File: src/design/fc_lcc_svc_pkg.sv
package fc_lcc_svc_pkg;

  // --------------------------------------------------
  // OTP geometry and partition map
  // --------------------------------------------------
  localparam int OTP_WORD_W = 16;
  localparam int OTP_ADDR_W = 6;
  localparam int NUM_PART   = 4;

  // First word of each partition
  localparam logic [OTP_ADDR_W-1:0] PART_OFFSET [NUM_PART] = '{6'd0, 6'd12, 6'd24, 6'd40};
  // Digest word of each partition, nonzero once the partition is locked
  localparam logic [OTP_ADDR_W-1:0] PART_DIGEST [NUM_PART] = '{6'd10, 6'd22, 6'd38, 6'd62};

  // --------------------------------------------------
  // Service command encoding
  // --------------------------------------------------
  // Upper nibble selects the group that owns the command
  localparam logic [3:0] GRP_OVERRIDE  = 4'h0;
  localparam logic [3:0] GRP_CLOCK     = 4'h1;
  localparam logic [3:0] GRP_RST_FAULT = 4'h2;

  localparam logic [7:0] CMD_ZEROIZE_ON          = 8'h00;
  localparam logic [7:0] CMD_ZEROIZE_OFF         = 8'h01;
  localparam logic [7:0] CMD_ZEROIZE_RELEASE     = 8'h02;
  localparam logic [7:0] CMD_TRIGGER_ESCALATION  = 8'h03;
  localparam logic [7:0] CMD_DISABLE_SVA         = 8'h04;
  localparam logic [7:0] CMD_ENABLE_SVA          = 8'h05;
  localparam logic [7:0] CMD_EXT_CLK_160         = 8'h10;
  localparam logic [7:0] CMD_EXT_CLK_400         = 8'h11;
  localparam logic [7:0] CMD_EXT_CLK_500         = 8'h12;
  localparam logic [7:0] CMD_EXT_CLK_1000        = 8'h13;
  localparam logic [7:0] CMD_FC_LCC_RESET        = 8'h20;
  localparam logic [7:0] CMD_CORRECTABLE_FAULT   = 8'h21;
  localparam logic [7:0] CMD_UNCORRECTABLE_FAULT = 8'h22;

  // The same byte seen whole or as group and op nibbles
  typedef union packed {
    logic [7:0] raw;
    struct packed {
      logic [3:0] group;
      logic [3:0] op;
    } f;
  } svc_cmd_u;

  typedef enum logic [1:0] {
    CLK_160  = 2'd0,
    CLK_400  = 2'd1,
    CLK_500  = 2'd2,
    CLK_1000 = 2'd3
  } ext_clk_sel_e;

  typedef enum logic {
    FAULT_CORRECTABLE   = 1'b0,
    FAULT_UNCORRECTABLE = 1'b1
  } fault_kind_e;

endpackage

File: src/design/fc_lcc_svc_top.sv
module fc_lcc_svc_top #(
  parameter int RESET_CYCLES = 10
) (
  input  logic                                  clk,
  input  logic                                  cptra_rst_b,
  input  logic                                  tb_service_cmd_valid_i,
  input  fc_lcc_svc_pkg::svc_cmd_u              tb_service_cmd_i,
  input  logic                                  fips_zeroize_i,
  input  logic                                  clk_byp_ack_i,
  input  logic                                  otp_wr_en_i,
  input  logic [fc_lcc_svc_pkg::OTP_ADDR_W-1:0] otp_addr_i,
  input  logic [fc_lcc_svc_pkg::OTP_WORD_W-1:0] otp_wdata_i,
  input  logic [fc_lcc_svc_pkg::OTP_ADDR_W-1:0] otp_rd_addr_i,
  output logic                                  zeroize_o,
  output logic                                  escalate_o,
  output logic                                  sva_disable_o,
  output logic                                  clk_byp_req_o,
  output logic                                  clk_switch_o,
  output fc_lcc_svc_pkg::ext_clk_sel_e          clk_sel_o,
  output logic                                  fc_lcc_rst_b_o,
  output logic [fc_lcc_svc_pkg::OTP_WORD_W-1:0] otp_rdata_o
);

  // Command strobes from the decoder
  logic                         clk_cmd_stb;
  fc_lcc_svc_pkg::ext_clk_sel_e clk_cmd_sel;
  logic                         rst_cmd_stb;
  logic                         fault_cmd_stb;
  fc_lcc_svc_pkg::fault_kind_e  fault_kind;

  // OTP array to fault injector
  logic [fc_lcc_svc_pkg::OTP_WORD_W-1:0] raw_rdata;
  logic [fc_lcc_svc_pkg::NUM_PART-1:0][fc_lcc_svc_pkg::OTP_WORD_W-1:0] part_word;
  logic [fc_lcc_svc_pkg::NUM_PART-1:0] part_locked;

  svc_override_ctrl i_override_ctrl (
    .clk                    (clk),
    .cptra_rst_b            (cptra_rst_b),
    .tb_service_cmd_valid_i (tb_service_cmd_valid_i),
    .tb_service_cmd_i       (tb_service_cmd_i),
    .fips_zeroize_i         (fips_zeroize_i),
    .zeroize_o              (zeroize_o),
    .escalate_o             (escalate_o),
    .sva_disable_o          (sva_disable_o),
    .clk_cmd_stb_o          (clk_cmd_stb),
    .clk_cmd_sel_o          (clk_cmd_sel),
    .rst_cmd_stb_o          (rst_cmd_stb),
    .fault_cmd_stb_o        (fault_cmd_stb),
    .fault_kind_o           (fault_kind)
  );

  svc_clk_switch_fsm i_clk_switch_fsm (
    .clk           (clk),
    .cptra_rst_b   (cptra_rst_b),
    .clk_cmd_stb_i (clk_cmd_stb),
    .clk_cmd_sel_i (clk_cmd_sel),
    .clk_byp_ack_i (clk_byp_ack_i),
    .clk_byp_req_o (clk_byp_req_o),
    .clk_switch_o  (clk_switch_o),
    .clk_sel_o     (clk_sel_o)
  );

  svc_reset_timer #(
    .RESET_CYCLES (RESET_CYCLES)
  ) i_reset_timer (
    .clk            (clk),
    .cptra_rst_b    (cptra_rst_b),
    .rst_cmd_stb_i  (rst_cmd_stb),
    .fc_lcc_rst_b_o (fc_lcc_rst_b_o)
  );

  otp_mem i_otp_mem (
    .clk           (clk),
    .cptra_rst_b   (cptra_rst_b),
    .wr_en_i       (otp_wr_en_i),
    .wr_addr_i     (otp_addr_i),
    .wr_data_i     (otp_wdata_i),
    .rd_addr_i     (otp_rd_addr_i),
    .rd_data_o     (raw_rdata),
    .part_word_o   (part_word),
    .part_locked_o (part_locked)
  );

  otp_fault_inject i_otp_fault_inject (
    .clk             (clk),
    .cptra_rst_b     (cptra_rst_b),
    .fault_cmd_stb_i (fault_cmd_stb),
    .fault_kind_i    (fault_kind),
    .part_word_i     (part_word),
    .part_locked_i   (part_locked),
    .rd_addr_i       (otp_rd_addr_i),
    .raw_rdata_i     (raw_rdata),
    .rdata_o         (otp_rdata_o)
  );

endmodule

File: src/design/otp_fault_inject.sv
module otp_fault_inject (
  input  logic                                  clk,
  input  logic                                  cptra_rst_b,
  input  logic                                  fault_cmd_stb_i,
  input  fc_lcc_svc_pkg::fault_kind_e           fault_kind_i,
  input  logic [fc_lcc_svc_pkg::NUM_PART-1:0][fc_lcc_svc_pkg::OTP_WORD_W-1:0] part_word_i,
  input  logic [fc_lcc_svc_pkg::NUM_PART-1:0]   part_locked_i,
  input  logic [fc_lcc_svc_pkg::OTP_ADDR_W-1:0] rd_addr_i,
  input  logic [fc_lcc_svc_pkg::OTP_WORD_W-1:0] raw_rdata_i,
  output logic [fc_lcc_svc_pkg::OTP_WORD_W-1:0] rdata_o
);

  localparam int WW = fc_lcc_svc_pkg::OTP_WORD_W;
  localparam int NP = fc_lcc_svc_pkg::NUM_PART;

  logic                                  active_q;
  logic                                  capture;
  logic [NP-1:0][WW-1:0]                 flip_mask;
  logic [NP-1:0][WW-1:0]                 faulted_q;
  logic [fc_lcc_svc_pkg::OTP_ADDR_W-1:0] rd_addr_q;

  // Only the first fault command is taken
  assign capture = fault_cmd_stb_i && !active_q;

  always_ff @(posedge clk or negedge cptra_rst_b) begin
    if (!cptra_rst_b) begin
      active_q <= 1'b0;
    end else if (capture) begin
      active_q <= 1'b1;
    end
  end

  // --------------------------------------------------
  // Faulted word per partition
  // --------------------------------------------------
  for (genvar p = 0; p < NP; p++) begin : g_mask
    // Unlocked partitions are left intact
    assign flip_mask[p] = !part_locked_i[p] ? '0 :
                          (fault_kind_i == fc_lcc_svc_pkg::FAULT_UNCORRECTABLE) ? '1 :
                          WW'(1);
  end

  always_ff @(posedge clk) begin
    if (capture) begin
      faulted_q <= part_word_i ^ flip_mask;
    end
  end

  // Address tracks the registered read data of the array
  always_ff @(posedge clk) begin
    rd_addr_q <= rd_addr_i;
  end

  // --------------------------------------------------
  // Read path overlay
  // --------------------------------------------------
  always_comb begin
    rdata_o = raw_rdata_i;
    if (active_q) begin
      for (int p = 0; p < NP; p++) begin
        if (rd_addr_q == fc_lcc_svc_pkg::PART_OFFSET[p]) begin
          rdata_o = faulted_q[p];
        end
      end
    end
  end

  a_active_sticky: assert property (@(posedge clk) disable iff (!cptra_rst_b)
    active_q |=> active_q);

endmodule

File: src/design/otp_mem.sv
module otp_mem (
  input  logic                                clk,
  input  logic                                cptra_rst_b,
  input  logic                                wr_en_i,
  input  logic [fc_lcc_svc_pkg::OTP_ADDR_W-1:0] wr_addr_i,
  input  logic [fc_lcc_svc_pkg::OTP_WORD_W-1:0] wr_data_i,
  input  logic [fc_lcc_svc_pkg::OTP_ADDR_W-1:0] rd_addr_i,
  output logic [fc_lcc_svc_pkg::OTP_WORD_W-1:0] rd_data_o,
  output logic [fc_lcc_svc_pkg::NUM_PART-1:0][fc_lcc_svc_pkg::OTP_WORD_W-1:0] part_word_o,
  output logic [fc_lcc_svc_pkg::NUM_PART-1:0] part_locked_o
);

  localparam int DEPTH = 1 << fc_lcc_svc_pkg::OTP_ADDR_W;

  logic [fc_lcc_svc_pkg::OTP_WORD_W-1:0] mem [DEPTH];
  logic [fc_lcc_svc_pkg::OTP_WORD_W-1:0] rd_data_q;

  // --------------------------------------------------
  // Preload write port
  // --------------------------------------------------
  always_ff @(posedge clk) begin
    if (wr_en_i) begin
      mem[wr_addr_i] <= wr_data_i;
    end
  end

  // Registered read, one cycle of latency
  always_ff @(posedge clk or negedge cptra_rst_b) begin
    if (!cptra_rst_b) begin
      rd_data_q <= '0;
    end else begin
      rd_data_q <= mem[rd_addr_i];
    end
  end

  assign rd_data_o = rd_data_q;

  // --------------------------------------------------
  // Partition views for the fault injector
  // --------------------------------------------------
  for (genvar p = 0; p < fc_lcc_svc_pkg::NUM_PART; p++) begin : g_part
    assign part_word_o[p] = mem[fc_lcc_svc_pkg::PART_OFFSET[p]];
    // A written digest marks the partition as locked
    assign part_locked_o[p] = |mem[fc_lcc_svc_pkg::PART_DIGEST[p]];
  end

endmodule

File: src/design/svc_clk_switch_fsm.sv
module svc_clk_switch_fsm (
  input  logic                         clk,
  input  logic                         cptra_rst_b,
  input  logic                         clk_cmd_stb_i,
  input  fc_lcc_svc_pkg::ext_clk_sel_e clk_cmd_sel_i,
  input  logic                         clk_byp_ack_i,
  output logic                         clk_byp_req_o,
  output logic                         clk_switch_o,
  output fc_lcc_svc_pkg::ext_clk_sel_e clk_sel_o
);

  localparam logic [1:0] ST_IDLE   = 2'd0;
  localparam logic [1:0] ST_REQ    = 2'd1;
  localparam logic [1:0] ST_SWITCH = 2'd2;

  logic [1:0]                   state_q;
  fc_lcc_svc_pkg::ext_clk_sel_e pend_sel_q;
  fc_lcc_svc_pkg::ext_clk_sel_e clk_sel_q;

  always_ff @(posedge clk or negedge cptra_rst_b) begin
    if (!cptra_rst_b) begin
      state_q   <= ST_IDLE;
      clk_sel_q <= fc_lcc_svc_pkg::CLK_1000;
    end else begin
      case (state_q)
        ST_IDLE: begin
          if (clk_cmd_stb_i) begin
            state_q <= ST_REQ;
          end
        end
        // Hold the bypass request until the acknowledge is seen
        ST_REQ: begin
          if (clk_byp_ack_i) begin
            state_q   <= ST_SWITCH;
            clk_sel_q <= pend_sel_q;
          end
        end
        ST_SWITCH: begin
          state_q <= ST_IDLE;
        end
        default: begin
          state_q <= ST_IDLE;
        end
      endcase
    end
  end

  // Selection waiting for the acknowledge
  always_ff @(posedge clk) begin
    if (state_q == ST_IDLE && clk_cmd_stb_i) begin
      pend_sel_q <= clk_cmd_sel_i;
    end
  end

  assign clk_byp_req_o = (state_q == ST_REQ);
  assign clk_switch_o  = (state_q == ST_SWITCH);
  assign clk_sel_o     = clk_sel_q;

  a_switch_single: assert property (@(posedge clk) disable iff (!cptra_rst_b)
    clk_switch_o |=> !clk_switch_o);

  a_sel_on_switch: assert property (@(posedge clk) disable iff (!cptra_rst_b)
    $changed(clk_sel_o) |-> clk_switch_o);

endmodule

File: src/design/svc_override_ctrl.sv
module svc_override_ctrl (
  input  logic                         clk,
  input  logic                         cptra_rst_b,
  input  logic                         tb_service_cmd_valid_i,
  input  fc_lcc_svc_pkg::svc_cmd_u     tb_service_cmd_i,
  input  logic                         fips_zeroize_i,
  output logic                         zeroize_o,
  output logic                         escalate_o,
  output logic                         sva_disable_o,
  output logic                         clk_cmd_stb_o,
  output fc_lcc_svc_pkg::ext_clk_sel_e clk_cmd_sel_o,
  output logic                         rst_cmd_stb_o,
  output logic                         fault_cmd_stb_o,
  output fc_lcc_svc_pkg::fault_kind_e  fault_kind_o
);

  logic grp_ovr;
  logic grp_clk;
  logic grp_rf;

  logic zero_ovr_en_q;
  logic zero_ovr_val_q;
  logic escalate_q;
  logic sva_disable_q;

  // --------------------------------------------------
  // Group routing on the upper nibble
  // --------------------------------------------------
  assign grp_ovr = tb_service_cmd_valid_i &&
                   (tb_service_cmd_i.f.group == fc_lcc_svc_pkg::GRP_OVERRIDE);
  assign grp_clk = tb_service_cmd_valid_i &&
                   (tb_service_cmd_i.f.group == fc_lcc_svc_pkg::GRP_CLOCK);
  assign grp_rf  = tb_service_cmd_valid_i &&
                   (tb_service_cmd_i.f.group == fc_lcc_svc_pkg::GRP_RST_FAULT);

  // --------------------------------------------------
  // Override levels
  // --------------------------------------------------
  always_ff @(posedge clk or negedge cptra_rst_b) begin
    if (!cptra_rst_b) begin
      zero_ovr_en_q  <= 1'b0;
      zero_ovr_val_q <= 1'b0;
      escalate_q     <= 1'b0;
      sva_disable_q  <= 1'b0;
    end else if (grp_ovr) begin
      case (tb_service_cmd_i.raw)
        fc_lcc_svc_pkg::CMD_ZEROIZE_ON: begin
          zero_ovr_en_q  <= 1'b1;
          zero_ovr_val_q <= 1'b1;
        end
        fc_lcc_svc_pkg::CMD_ZEROIZE_OFF: begin
          zero_ovr_en_q  <= 1'b1;
          zero_ovr_val_q <= 1'b0;
        end
        fc_lcc_svc_pkg::CMD_ZEROIZE_RELEASE: begin
          zero_ovr_en_q <= 1'b0;
        end
        // Escalation is sticky until the next subsystem reset
        fc_lcc_svc_pkg::CMD_TRIGGER_ESCALATION: begin
          escalate_q <= 1'b1;
        end
        fc_lcc_svc_pkg::CMD_DISABLE_SVA: begin
          sva_disable_q <= 1'b1;
        end
        fc_lcc_svc_pkg::CMD_ENABLE_SVA: begin
          sva_disable_q <= 1'b0;
        end
        default: begin
          // Unknown override codes leave the levels alone
        end
      endcase
    end
  end

  // Without an override the pin passes straight through
  assign zeroize_o     = zero_ovr_en_q ? zero_ovr_val_q : fips_zeroize_i;
  assign escalate_o    = escalate_q;
  assign sva_disable_o = sva_disable_q;

  // --------------------------------------------------
  // One-cycle strobes to the clock, reset and fault blocks
  // --------------------------------------------------
  always_comb begin
    clk_cmd_stb_o   = 1'b0;
    clk_cmd_sel_o   = fc_lcc_svc_pkg::CLK_1000;
    rst_cmd_stb_o   = 1'b0;
    fault_cmd_stb_o = 1'b0;
    fault_kind_o    = fc_lcc_svc_pkg::FAULT_CORRECTABLE;
    if (grp_clk) begin
      clk_cmd_stb_o = 1'b1;
      case (tb_service_cmd_i.raw)
        fc_lcc_svc_pkg::CMD_EXT_CLK_160:  clk_cmd_sel_o = fc_lcc_svc_pkg::CLK_160;
        fc_lcc_svc_pkg::CMD_EXT_CLK_400:  clk_cmd_sel_o = fc_lcc_svc_pkg::CLK_400;
        fc_lcc_svc_pkg::CMD_EXT_CLK_500:  clk_cmd_sel_o = fc_lcc_svc_pkg::CLK_500;
        fc_lcc_svc_pkg::CMD_EXT_CLK_1000: clk_cmd_sel_o = fc_lcc_svc_pkg::CLK_1000;
        default:                          clk_cmd_stb_o = 1'b0;
      endcase
    end
    if (grp_rf) begin
      case (tb_service_cmd_i.raw)
        fc_lcc_svc_pkg::CMD_FC_LCC_RESET: begin
          rst_cmd_stb_o = 1'b1;
        end
        fc_lcc_svc_pkg::CMD_CORRECTABLE_FAULT: begin
          fault_cmd_stb_o = 1'b1;
        end
        fc_lcc_svc_pkg::CMD_UNCORRECTABLE_FAULT: begin
          fault_cmd_stb_o = 1'b1;
          fault_kind_o    = fc_lcc_svc_pkg::FAULT_UNCORRECTABLE;
        end
        default: begin
        end
      endcase
    end
  end

  // The three downstream blocks never see work in the same cycle
  a_one_strobe: assert property (@(posedge clk) disable iff (!cptra_rst_b)
    $onehot0({clk_cmd_stb_o, rst_cmd_stb_o, fault_cmd_stb_o}));

endmodule

File: src/design/svc_reset_timer.sv
module svc_reset_timer #(
  parameter int RESET_CYCLES = 10
) (
  input  logic clk,
  input  logic cptra_rst_b,
  input  logic rst_cmd_stb_i,
  output logic fc_lcc_rst_b_o
);

  localparam int CNT_W = $clog2(RESET_CYCLES + 1);

  logic [CNT_W-1:0] cnt_q;
  logic             busy;

  assign busy = (cnt_q != '0);

  // --------------------------------------------------
  // Down-counter for the local reset pulse
  // --------------------------------------------------
  always_ff @(posedge clk or negedge cptra_rst_b) begin
    if (!cptra_rst_b) begin
      cnt_q <= '0;
    end else if (busy) begin
      // A new request during the pulse does not stretch it
      cnt_q <= cnt_q - 1'b1;
    end else if (rst_cmd_stb_i) begin
      cnt_q <= CNT_W'(RESET_CYCLES);
    end
  end

  assign fc_lcc_rst_b_o = !busy;

  // Once the pulse starts it must end within RESET_CYCLES cycles
  a_pulse_len: assert property (@(posedge clk) disable iff (!cptra_rst_b)
    $fell(fc_lcc_rst_b_o) |-> ##[1:RESET_CYCLES] fc_lcc_rst_b_o);

endmodule

File: config.mk
export PLATFORM = sky130hd
export DESIGN_NAME = fc_lcc_svc_top
export DESIGN_NICKNAME = d
export VERILOG_FILES = /design/src/design/fc_lcc_svc_pkg.sv /design/src/design/fc_lcc_svc_top.sv /design/src/design/otp_fault_inject.sv /design/src/design/otp_mem.sv /design/src/design/svc_clk_switch_fsm.sv /design/src/design/svc_override_ctrl.sv /design/src/design/svc_reset_timer.sv
export SDC_FILE = /design/constraint.sdc
export NUM_CORES = 1
export LEC_CHECK = 0
export ABC_AREA = 1
export BUFFER_PORTS_ARGS = -buffer_cell sky130_fd_sc_hd__buf_2
export CAP_MARGIN = 30
export CELL_PAD_IN_SITES_DETAIL_PLACEMENT = 0
export CELL_PAD_IN_SITES_GLOBAL_PLACEMENT = 2
export CORE_ASPECT_RATIO = 1.75
export CORE_MARGIN = 4
export CORE_UTILIZATION = 30
export CTS_CLUSTER_DIAMETER = 120
export DETAILED_ROUTE_END_ITERATION = 10
export PLACE_DENSITY_LB_ADDON = 0.1
export SYNTH_ARGS = -nofsm -noshare
export SYNTH_HDL_FRONTEND = slang
export SYNTH_SLANG_ARGS = --single-unit
export TNS_END_PERCENT = 30
File: constraint.sdc
create_clock -name clk -period 4 [get_ports clk]
set_input_delay 1 -clock clk [delete_from_list [all_inputs] [get_ports clk]]
set_output_delay 1 -clock clk [all_outputs]
set_load 0.03 [all_outputs]
==> impl_metrics.ini, run 1 <==
[status]
status = finished clean

[sta]
rsz0062_at_grt = no
fin_crit_sh_pct = 95.55
worstMarginPinSlew_ns = 1.079
min_period_ns = 3.822
fmax_mhz = 261.7
finalHoldViolCount = 0
setup_viol_count_final = 0
finalSetupTns_ns = 0
final_max_slew_viol_count = 0
maxSlewHeadroom_pct = 28.05
finClkSkew_ns = 0.02340

[logic_synthesis]
yosysMostFrequentCell = nand2_1
syn_area_per_cell_um2 = 11.48
synth.largest_area_cell = edfxtp_1
synth_edf_count = 1090
yosys_warnings = 0
netlist_instances = 4113
yosysSeqAreaShare_pct = 71.13
synth_area_leaders = edfxtp_1 (69%), nand2_1 (12%), nand3_1 (9.4%)
synth_top_area_share_pct = 69.33
synth_nets = 4156
ys_async_sr_fraction_pct = 2.578
ys_ff_latch = 1125
synthFlopType = edfxtp_1
synth_area_mm2 = 0.04721
synth_cell_types = 40
yosys-top-cells-count = nand2_1 (1525), edfxtp_1 (1090), nand3_1 (891)

[place]
gp_congestion = 0.7987
hpwl_um = 113500
place_inst = 6155
dpl_cell_area_mm2 = 0.05046
io_buffers = 65

[power]
pwr-share-clk_pct = 41.3
p_int_mw = 19.52
p_switching_mw = 6.220
seq_power_share_pct = 51.0
p_comb_share_pct = 7.7
p_per_area_mw_per_mm2 = 475.5
vdd_drop_max_mv = 0.3006
p_sw_share_pct = 24.16
cellLeakagePower_nw = 19.83

[drt]
final_antenna_net_count = 0
vias = 31030
drc = 0
drt_iter0_markers = 2240
wl_um = 174900
vias_per_cell = 4.871
drt_first_pass_iters = 5
drt-wirelength-per-cell_um = 27.45

[floorplanning]
dieArea_mm2 = 0.1640
io_pins = 66
rows = 192
die_width_um = 307.9
die_h_um = 532.8
start_util_pct = 30.19
coreArea_mm2 = 0.1564

[finish]
utilization_pct = 34.62
drive_gt1_share_pct = 10.61
syn_to_final_growth_pct = 14.68
stdcell_area_mm2 = 0.05414
fillers = 15570
final_nets = 4278
instances_no_fill = 6371

[global_route]
grtUsageTotal_pct = 21.10
antenna_found_initial = 6
grt-ovfl-total = 0
grt_pass1_vias = 31330
grt_pass1_wl_um = 245600
grt_max_degree = 100

[clocking]
cts_made_buffers = 113
clkTransAtPathRegs_ns = 0.06
clock_path_buffers = 3
cts_tree = yes
numClockSinks = 1125
clk_latency_ns = 0.73
root_buffer = clkbuf_16
cts_max_level = 3
cts.hold.buffers_added = 0

[worst_setup_path]
crit_fanout = 32
worstReg2RegStart = i_otp_mem.mem[38][2]
cp.required_ns = 3.00
path_class = flip-flop to output port
rr_endpoint = i_otp_fault_inject.faulted_q[36]
cp-start-kind = flip-flop
crit_path_end_kind = output port
rrSetupSlack_ns = 1.43
r2r_cells = 5
crit_arrival_ns = 2.82

[job]
drv_cap = 0

[hold_path]
worst_hold_path_type = input pin to async pin
layout by cell type (no fill, tap or decap), types with 33 or more instances in the layout:
cell / netlist / routed
clkbuf_16: 0 / 115
nor2_1: 74 / 73
a21oi_1: 33 / 33
nand3_1: 891 / 891
buf_2: 132 / 47
inv_1: 53 / 51
nand3b_1: 60 / 60
edfxtp_1: 1090 / 1090
buf_4: 18 / 177
nand2_1: 1525 / 1525
power by group through the flow:
stage / Combinational (mW) / Sequential [mW] / Clock [mW]
after detailed placement: 2.04 / 13.4 / 0
after global routing: 2.17 / 13.1 / 11.4
after CTS: 2.04 / 13.1 / 10.9
after global placement: 2.04 / 13.4 / 0
after floorplan: 1.01 / 13.3 / 0
final: 1.98 / 13.1 / 10.6
through the flow:
stage / setup WS [ns] / power (mW) / hold WS, ns
2_1_floorplan: 0.1267 / 14.34 / 0.4196
3_3_place_gp: 0.5556 / 15.41 / 0.4552
3_5_place_dp: 0.5647 / 15.41 / 0.4610
4_1_cts: 0.08073 / 26.09 / 0.1641
5_1_grt: 0.01326 / 26.64 / 0.2242
6_report: 0.1782 / 25.74 / 0.2380
layer usage:
| metal | GRT usage (%) | share of wire (%) |
|---|---|---|
| met1 | 25.58 | 40 |
| met3 | 1.837 | 3.1 |
| met4 | 6.906 | 3.1 |
| met2 | 39.21 | 54 |
| met5 | 0 | 0.0074 |
worst max-delay path, stage by stage (launching register included):
cell      delay (ns)
dfxtp_1         0.32
nor2_4          0.37
nand3b_4        0.17
nor3_4          0.25
buf_6           0.29
a21oi_1         0.30
nand2_1         0.15
nand2_1         0.05
buf_2           0.17
flip-flops by register name (all words and copies together) (netlist names):
register                        count
i_override_ctrl.sva_disable_o       1
i_clk_switch_fsm.pend_sel_q         2
i_override_ctrl.zero_ovr_val_q      1
i_clk_switch_fsm.clk_sel_o          2
i_clk_switch_fsm.state_q            2
i_override_ctrl.escalate_o          1
i_override_ctrl.zero_ovr_en_q       1
i_otp_fault_inject.rd_addr_q        6
i_otp_fault_inject.active_q         1
i_otp_mem.rd_data_o                16
i_reset_timer.cnt_q                 4
i_otp_fault_inject.faulted_q       64
i_otp_mem.mem                    1024
worst max path at each step:
stage | from | endpoint
floorplan | tb_service_cmd_i[3] | i_otp_fault_inject.faulted_q[0]
global placement | otp_rd_addr_i[0] | i_otp_mem.rd_data_o[4]
detailed placement | otp_rd_addr_i[0] | i_otp_mem.rd_data_o[4]
CTS | i_otp_fault_inject.rd_addr_q[4] | otp_rdata_o[0]
global route | i_otp_fault_inject.rd_addr_q[1] | otp_rdata_o[0]
finish | i_otp_fault_inject.rd_addr_q[1] | otp_rdata_o[2]
cells by family (layout without fill, tap and decap cells):
logic type | count (synthesis) | after routing | synth area share [%]
AO/OA/AOI/OAI | 58 | 58 | 0.8243
XOR/XNOR | 4 | 4 | 0.07420
adder cells (fa/ha/maj) | 1 | 1 | 0.02650
buffers and inverters | 309 | 523 | 3.766
flip-flops | 1125 | 1125 | 71.13
other | 0 | 7 | 0
AND/OR/NAND/NOR | 2616 | 2616 | 24.18
timing repair:
item                                   CTS  global route
setup endpoints to repair                1             1
pin swaps                                0             1
resized for setup                        1             0
endpoints found under the hold margin    0             0
setup buffers                            0             0
final cells by class:
| cell class | instances | area [um^2] | area share (%) |
|---|---|---|---|
| multi-input combinational | 2679 | 11880 | 21.95 |
| antenna | 7 | 17.52 | 0.03236 |
| clock inverter | 59 | 536.8 | 0.9915 |
| tap | 2037 | 2549 | 4.708 |
| clock buffer | 148 | 3062 | 5.656 |
| timing repair buffer | 259 | 2268 | 4.190 |
| sequential | 1125 | 33580 | 62.03 |
| inverter | 57 | 240.2 | 0.4438 |
Note: power is estimated with default switching activity, not from simulation.
==> run 2: changes to the inputs <==
--- a/config.mk
+++ b/config.mk
@@ -13,6 +13,7 @@
 export CORE_ASPECT_RATIO = 1.75
 export CORE_MARGIN = 4
 export CORE_UTILIZATION = 30
+export CTS_BUF_LIST = sky130_fd_sc_hd__clkbuf_2
 export CTS_CLUSTER_DIAMETER = 120
 export DETAILED_ROUTE_END_ITERATION = 10
 export PLACE_DENSITY_LB_ADDON = 0.1
==> run 2 against run 1 <==
  * Clock power fell by 28%
  * Sequential cell count did not move
  * Die area did not move
  * Clock-buffer cell count rose by 255
  * Core utilization fell by 0.18 points
  * Combinational power rose by 5%
  * Largest power group unchanged
  * First-iteration DRC count fell by 6.6%
  * Maximum frequency fell by 5.8%
  * Wire length rose by 1.7%
  * The run now ends with negative setup slack left
  * Clock skew rose by 0.080 ns
==> impl_metrics.ini, run 2 (synthesis results as in run 1) <==
[clocking]
cts_tree = yes
clk_latency_ns = 1.42
clkTransAtPathRegs_ns = 0.09
root_buffer = clkbuf_2
cts_max_level = 5
clock_path_buffers = 4
cts_made_buffers = 289
numClockSinks = 1125

[power]
p_int_mw = 16.43
vdd_drop_max_mv = 0.2183
p_switching_mw = 6.413
seq_power_share_pct = 57.3
p_per_area_mw_per_mm2 = 424.3
pwr-share-clk_pct = 33.6
p_comb_share_pct = 9.1
p_sw_share_pct = 28.07
cellLeakagePower_nw = 20.30
power.total_mw = 22.85

[sta]
rsz0062_at_grt = yes
fin_hold_ws_ns = 0.2049
finClkSkew_ns = 0.1031
finalSetupTns_ns = -0.3334
finalHoldViolCount = 0
final_max_slew_viol_count = 0
setup_viol_count_final = 11
setup_slack_ns = -0.05731
fin_crit_sh_pct = 101.4
worstMarginPinSlew_ns = 1.074
maxSlewHeadroom_pct = 28.40
min_period_ns = 4.057
fmax_mhz = 246.5

[finish]
mostFrequentLayoutCell = nand2_1
layout_common_cells = nand2_1 (1517), edfxtp_1 (1090), nand3_1 (885)
final_nets = 4509
stdcell_area_mm2 = 0.05385
syn_to_final_growth_pct = 14.07
utilization_pct = 34.43
largest_reg_flops = 1024
largest-register = i_otp_mem.mem
drive_gt1_share_pct = 16.92
instances_no_fill = 6690

[floorplanning]
die_width_um = 307.9
io_pins = 66
coreArea_mm2 = 0.1564
start_util_pct = 30.19
rows = 192
dieArea_mm2 = 0.1640
die_h_um = 532.8

[global_route]
grt_pass1_vias = 33250
grt-ovfl-total = 0
grt_max_degree = 100
grtUsageTotal_pct = 21.46
antenna_found_initial = 8
grt_pass1_wl_um = 251100

[worst_setup_path]
crit_path_end_kind = output port
cp-start-kind = flip-flop
crit_arrival_ns = 3.06
crit_fanout = 9
cp.required_ns = 3.00
path_class = flip-flop to output port

[job]
drv_cap = 0

[drt]
drt_first_pass_iters = 5
drc = 0
drt-wirelength-per-cell_um = 26.57
vias_per_cell = 4.865
drt_iter0_markers = 2093
wl_um = 177800
vias = 32550
final_antenna_net_count = 0

[place]
dpl_cell_area_mm2 = 0.05046
place_inst = 6155
hpwl_um = 113500
io_buffers = 65
gp_congestion = 0.7987
place_ws_ns = 0.5647

[status]
status = finished with violations
violations = negative setup slack

[hold_path]
worst_hold_path_type = input pin to flip-flop
[run 2: cell count changes in the layout (fill, tap and decap cells not counted), moves of 12 or more]
cell	change
buf_4	+17
clkbuf_2	+403
clkbuf_16	-114
clkinv_2	-15
buf_6	+12
buf_2	-15
clkbuf_1	-27
a21oi_1	-14
dlygate4sd3_1	+27
clkinv_1	+24
[run 2: area by class of cell]
type | instances | area (um^2)
fillers | 15830 | 102500
flip-flops and latches | 1125 | 33590
multi-input cells | 2679 | 12060
repair buffers | 314 | 3022
well taps | 2037 | 2549
clock buffers | 403 | 2017
clock inverters | 67 | 345.3
inverters | 57 | 251.5
diodes | 8 | 20.02
[run 2: path summary, 6_finish.rpt]
| check | from | end | slack [ns] | cells past startpoint |
|---|---|---|---|---|
| worst max-delay path | i_otp_fault_inject.rd_addr_q[1] | otp_rdata_o[7] | -0.06 | 10 |
| worst min-delay path | otp_rd_addr_i[2] | i_otp_fault_inject.rd_addr_q[2] | 0.20 | 2 |
| worst max register to register | i_otp_mem.mem[22][7] | i_otp_fault_inject.faulted_q[26] | 1.42 | 5 |
| worst min register to register | i_clk_switch_fsm.clk_sel_o[0] | i_clk_switch_fsm.clk_sel_o[0] | 0.48 | 2 |
| max in group asynchronous | cptra_rst_b | i_otp_mem.rd_data_o[4] | 1.93 | 4 |
| min in group asynchronous | cptra_rst_b | i_otp_mem.rd_data_o[3] | 0.65 | 4 |
[run 2: what timing repair did]
item                       in CTS  in global routing
resized for setup              74                 15
pin swaps                      16                 13
hold endpoints to repair      107                 19
setup endpoints to repair      17                 16
buffers inserted               22                  3
hold buffers                   25                  2
cloned                          2                  1
[run 2: power by group through the flow]
stage | registers (mW) | logic (mW) | clock network [mW]
after floorplan | 13.3 | 1.01 | 0
after CTS | 13.1 | 2.12 | 8.04
after global placement | 13.4 | 2.04 | 0
final | 13.1 | 2.08 | 7.67
after detailed placement | 13.4 | 2.04 | 0
after global routing | 13.1 | 2.26 | 8.62
[run 2: critical path, cell delays in order (launching register included)]
cell and delay [ns]:
dfxtp_2 0.33, nor2_4 0.17, nand4_1 0.11, buf_4 0.17
buf_12 0.14, buf_12 0.14, o211ai_4 0.21, nand2_1 0.09
nand2_1 0.10, nand2_1 0.05, buf_4 0.16
[run 2: metal layers]
layer  track usage, %  vias up  routed length [um]
met4            7.388        2                5716
met5                0        -                  11
li1                 -    15270                   -
met1            25.23    16250               70410
met3            2.846      259                6392
met2            39.87      760               95240
==> run 3: changes to the inputs <==
--- a/config.mk
+++ b/config.mk
@@ -17,6 +17,7 @@
 export CTS_CLUSTER_DIAMETER = 120
 export DETAILED_ROUTE_END_ITERATION = 10
 export PLACE_DENSITY_LB_ADDON = 0.1
+export SLEW_MARGIN = 20
 export SYNTH_ARGS = -nofsm -noshare
 export SYNTH_HDL_FRONTEND = slang
 export SYNTH_SLANG_ARGS = --single-unit
==> constraint.sdc (replaced) <==
create_clock -name clk -period 3.7 [get_ports clk]
set_input_delay 0.925 -clock clk [delete_from_list [all_inputs] [get_ports clk]]
set_output_delay 0.925 -clock clk [all_outputs]
set_load 0.03 [all_outputs]
==> run 3 against run 2 <==
  * The run still ends with negative setup slack left
  * Clock-buffer cell count increased by 12
  * Setup slack got worse by 0.25 ns
  * Core utilization about the same
  * Largest cell class unchanged
  * Cell area about the same
  * Clock skew decreased by 0.0033 ns
  * Sequential share of layout area about the same
  * Global-route usage decreased by 1.0 points
  * Combinational power increased by 4%
  * Clock power increased by 9.5%
  * Wire length decreased by 4.7%
  * Die area unchanged
==> impl_metrics.ini, run 3 (synthesis results as in run 1) <==
[drt]
final_antenna_net_count = 0
drt_iter0_markers = 1876
top_layer = met5
wl_met2_um = 89460
wl_um = 169400
dr_wl_met3_um = 6623
vias_per_cell = 4.830
vias = 32380
drc = 0
drt-wirelength-per-cell_um = 25.27
wl_met1_um = 67760
drt_first_pass_iters = 7

[sta]
min_period_ns = 4.009
fin_crit_sh_pct = 108.4
setup_slack_ns = -0.3092
finalHoldViolCount = 0
worstMarginPinSlew_ns = 1.064
maxSlewHeadroom_pct = 29.05
rsz0062_at_grt = yes
fin_hold_ws_ns = 0.2076
finalSetupTns_ns = -3.668
fmax_mhz = 249.4
setup_viol_count_final = 16
final_max_slew_viol_count = 0
finClkSkew_ns = 0.09987

[power]
p_int_mw = 17.85
p_switching_mw = 6.892
pwr-share-clk_pct = 34.0
p_per_area_mw_per_mm2 = 459.6
seq_power_share_pct = 57.3
vdd_drop_max_mv = 0.1840
p_sw_share_pct = 27.86
p_comb_share_pct = 8.8
cellLeakagePower_nw = 20.27

[status]
violations = negative setup slack
status = finished with violations

[floorplanning]
start_util_pct = 30.19
io_pins = 66
dieArea_mm2 = 0.1640
coreArea_mm2 = 0.1564
rows = 192
die_h_um = 532.8
die_width_um = 307.9

[global_route]
grt-ovfl-total = 0
grt_max_degree = 87
grt_pass1_vias = 32700
antenna_found_initial = 8
grtUsageTotal_pct = 20.43
grt_pass1_wl_um = 241800

[hold_path]
worst_hold_path_type = input pin to flip-flop

[clocking]
numClockSinks = 1125
cts_max_level = 5
clock_path_buffers = 4
cts_made_buffers = 292
clk_latency_ns = 1.41
clkTransAtPathRegs_ns = 0.10
cts_tree = yes
root_buffer = clkbuf_2

[finish]
mostFrequentLayoutCell = nand2_1
drive_gt1_share_pct = 16.39
syn_to_final_growth_pct = 14.02
final_nets = 4509
largest-register = i_otp_mem.mem
stdcell_area_mm2 = 0.05383
instances_no_fill = 6704
layout_common_cells = nand2_1 (1518), edfxtp_1 (1090), nand3_1 (888)
largest_reg_flops = 1024

[place]
io_buffers = 65
gp_congestion = 0.8048
place_inst = 6140
hpwl_um = 104800
dpl_cell_area_mm2 = 0.05040
place_ws_ns = 0.5180

[worst_setup_path]
path_class = flip-flop to output port
cp-start-kind = flip-flop
crit_fanout = 7
crit_path_end_kind = output port
cp.required_ns = 2.77
crit_arrival_ns = 3.08

[job]
drv_cap = 0
## run 3: cell types whose count changed in the layout (fill, tap and decap cells not counted), moves of 4 or more
cell	before	now
a21oi_1	19	30
dlygate4sd3_1	27	43
buf_4	194	176
diode_2	8	12
clkbuf_2	403	415
buf_12	38	43
a21oi_2	11	3
## run 3: final timing paths
kind | startpoint | endpoint | slack [ns] | cells after the start
min in group asynchronous | cptra_rst_b | i_override_ctrl.sva_disable_o | 0.46 | 3
min | otp_wdata_i[2] | i_otp_mem.mem[34][2] | 0.21 | 1
max reg2reg | i_otp_mem.mem[22][3] | i_otp_fault_inject.faulted_q[19] | 1.22 | 5
max | i_otp_fault_inject.rd_addr_q[1] | otp_rdata_o[2] | -0.31 | 8
min reg2reg | i_clk_switch_fsm.pend_sel_q[1] | i_clk_switch_fsm.clk_sel_o[1] | 0.47 | 2
max in group asynchronous | cptra_rst_b | i_otp_mem.rd_data_o[9] | 2.70 | 4
## run 3: cell type report
| type | count | area (um^2) |
|---|---|---|
| Inverter | 57 | 251.5 |
| Sequential cell | 1125 | 33580 |
| Timing Repair Buffer | 311 | 3028 |
| Multi-Input combinational cell | 2679 | 11960 |
| Clock buffer | 415 | 2077 |
| Clock inverter | 68 | 349.1 |
| Tap cell | 2037 | 2549 |
| Antenna cell | 12 | 30.03 |
| Fill cell | 15920 | 102600 |
## run 3: worst max-delay path: stages, from the launching register on
cell and delay [ns]:
dfxtp_2 0.33, nor2_4 0.18, nand4_1 0.20, buf_12 0.21, o211ai_1 0.38, nand2_1 0.12, nand2_2 0.11, nand2_2 0.05
buf_6 0.13
## run 3: layer usage
metal / up-vias / track usage [%]
met5: - / 0
met4: 2 / 7.011
met3: 273 / 3.073
met2: 798 / 37.35
met1: 16040 / 24.32
li1: 15260 / -
## run 3: power by group through the flow
stage	sequential (mW)	combinational (mW)	clock, mW
floorplan	14.4	1.09	0
CTS	14.2	2.22	8.85
global route	14.2	2.38	9.48
finish	14.2	2.17	8.40
detailed placement	14.5	2.13	0
global placement	14.5	2.13	0
## run 3: stage by stage
stage	util, %	power [mW]
2_1_floorplan	-	15.50
3_3_place_gp	32.21	16.59
3_5_place_dp	32.23	16.59
4_1_cts	34.25	25.24
5_1_grt	34.41	26.04
6_report	34.42	24.74
## run 3: timing repair
| action | in CTS | in global routing |
|---|---|---|
| resized for setup | 42 | 24 |
| buffers inserted | 18 | 2 |
| hold buffers | 39 | 4 |
| hold endpoints to repair | 234 | 91 |
| pin swaps | 13 | 13 |
| gates cloned | 1 | 1 |
| setup endpoints to repair | 17 | 16 |
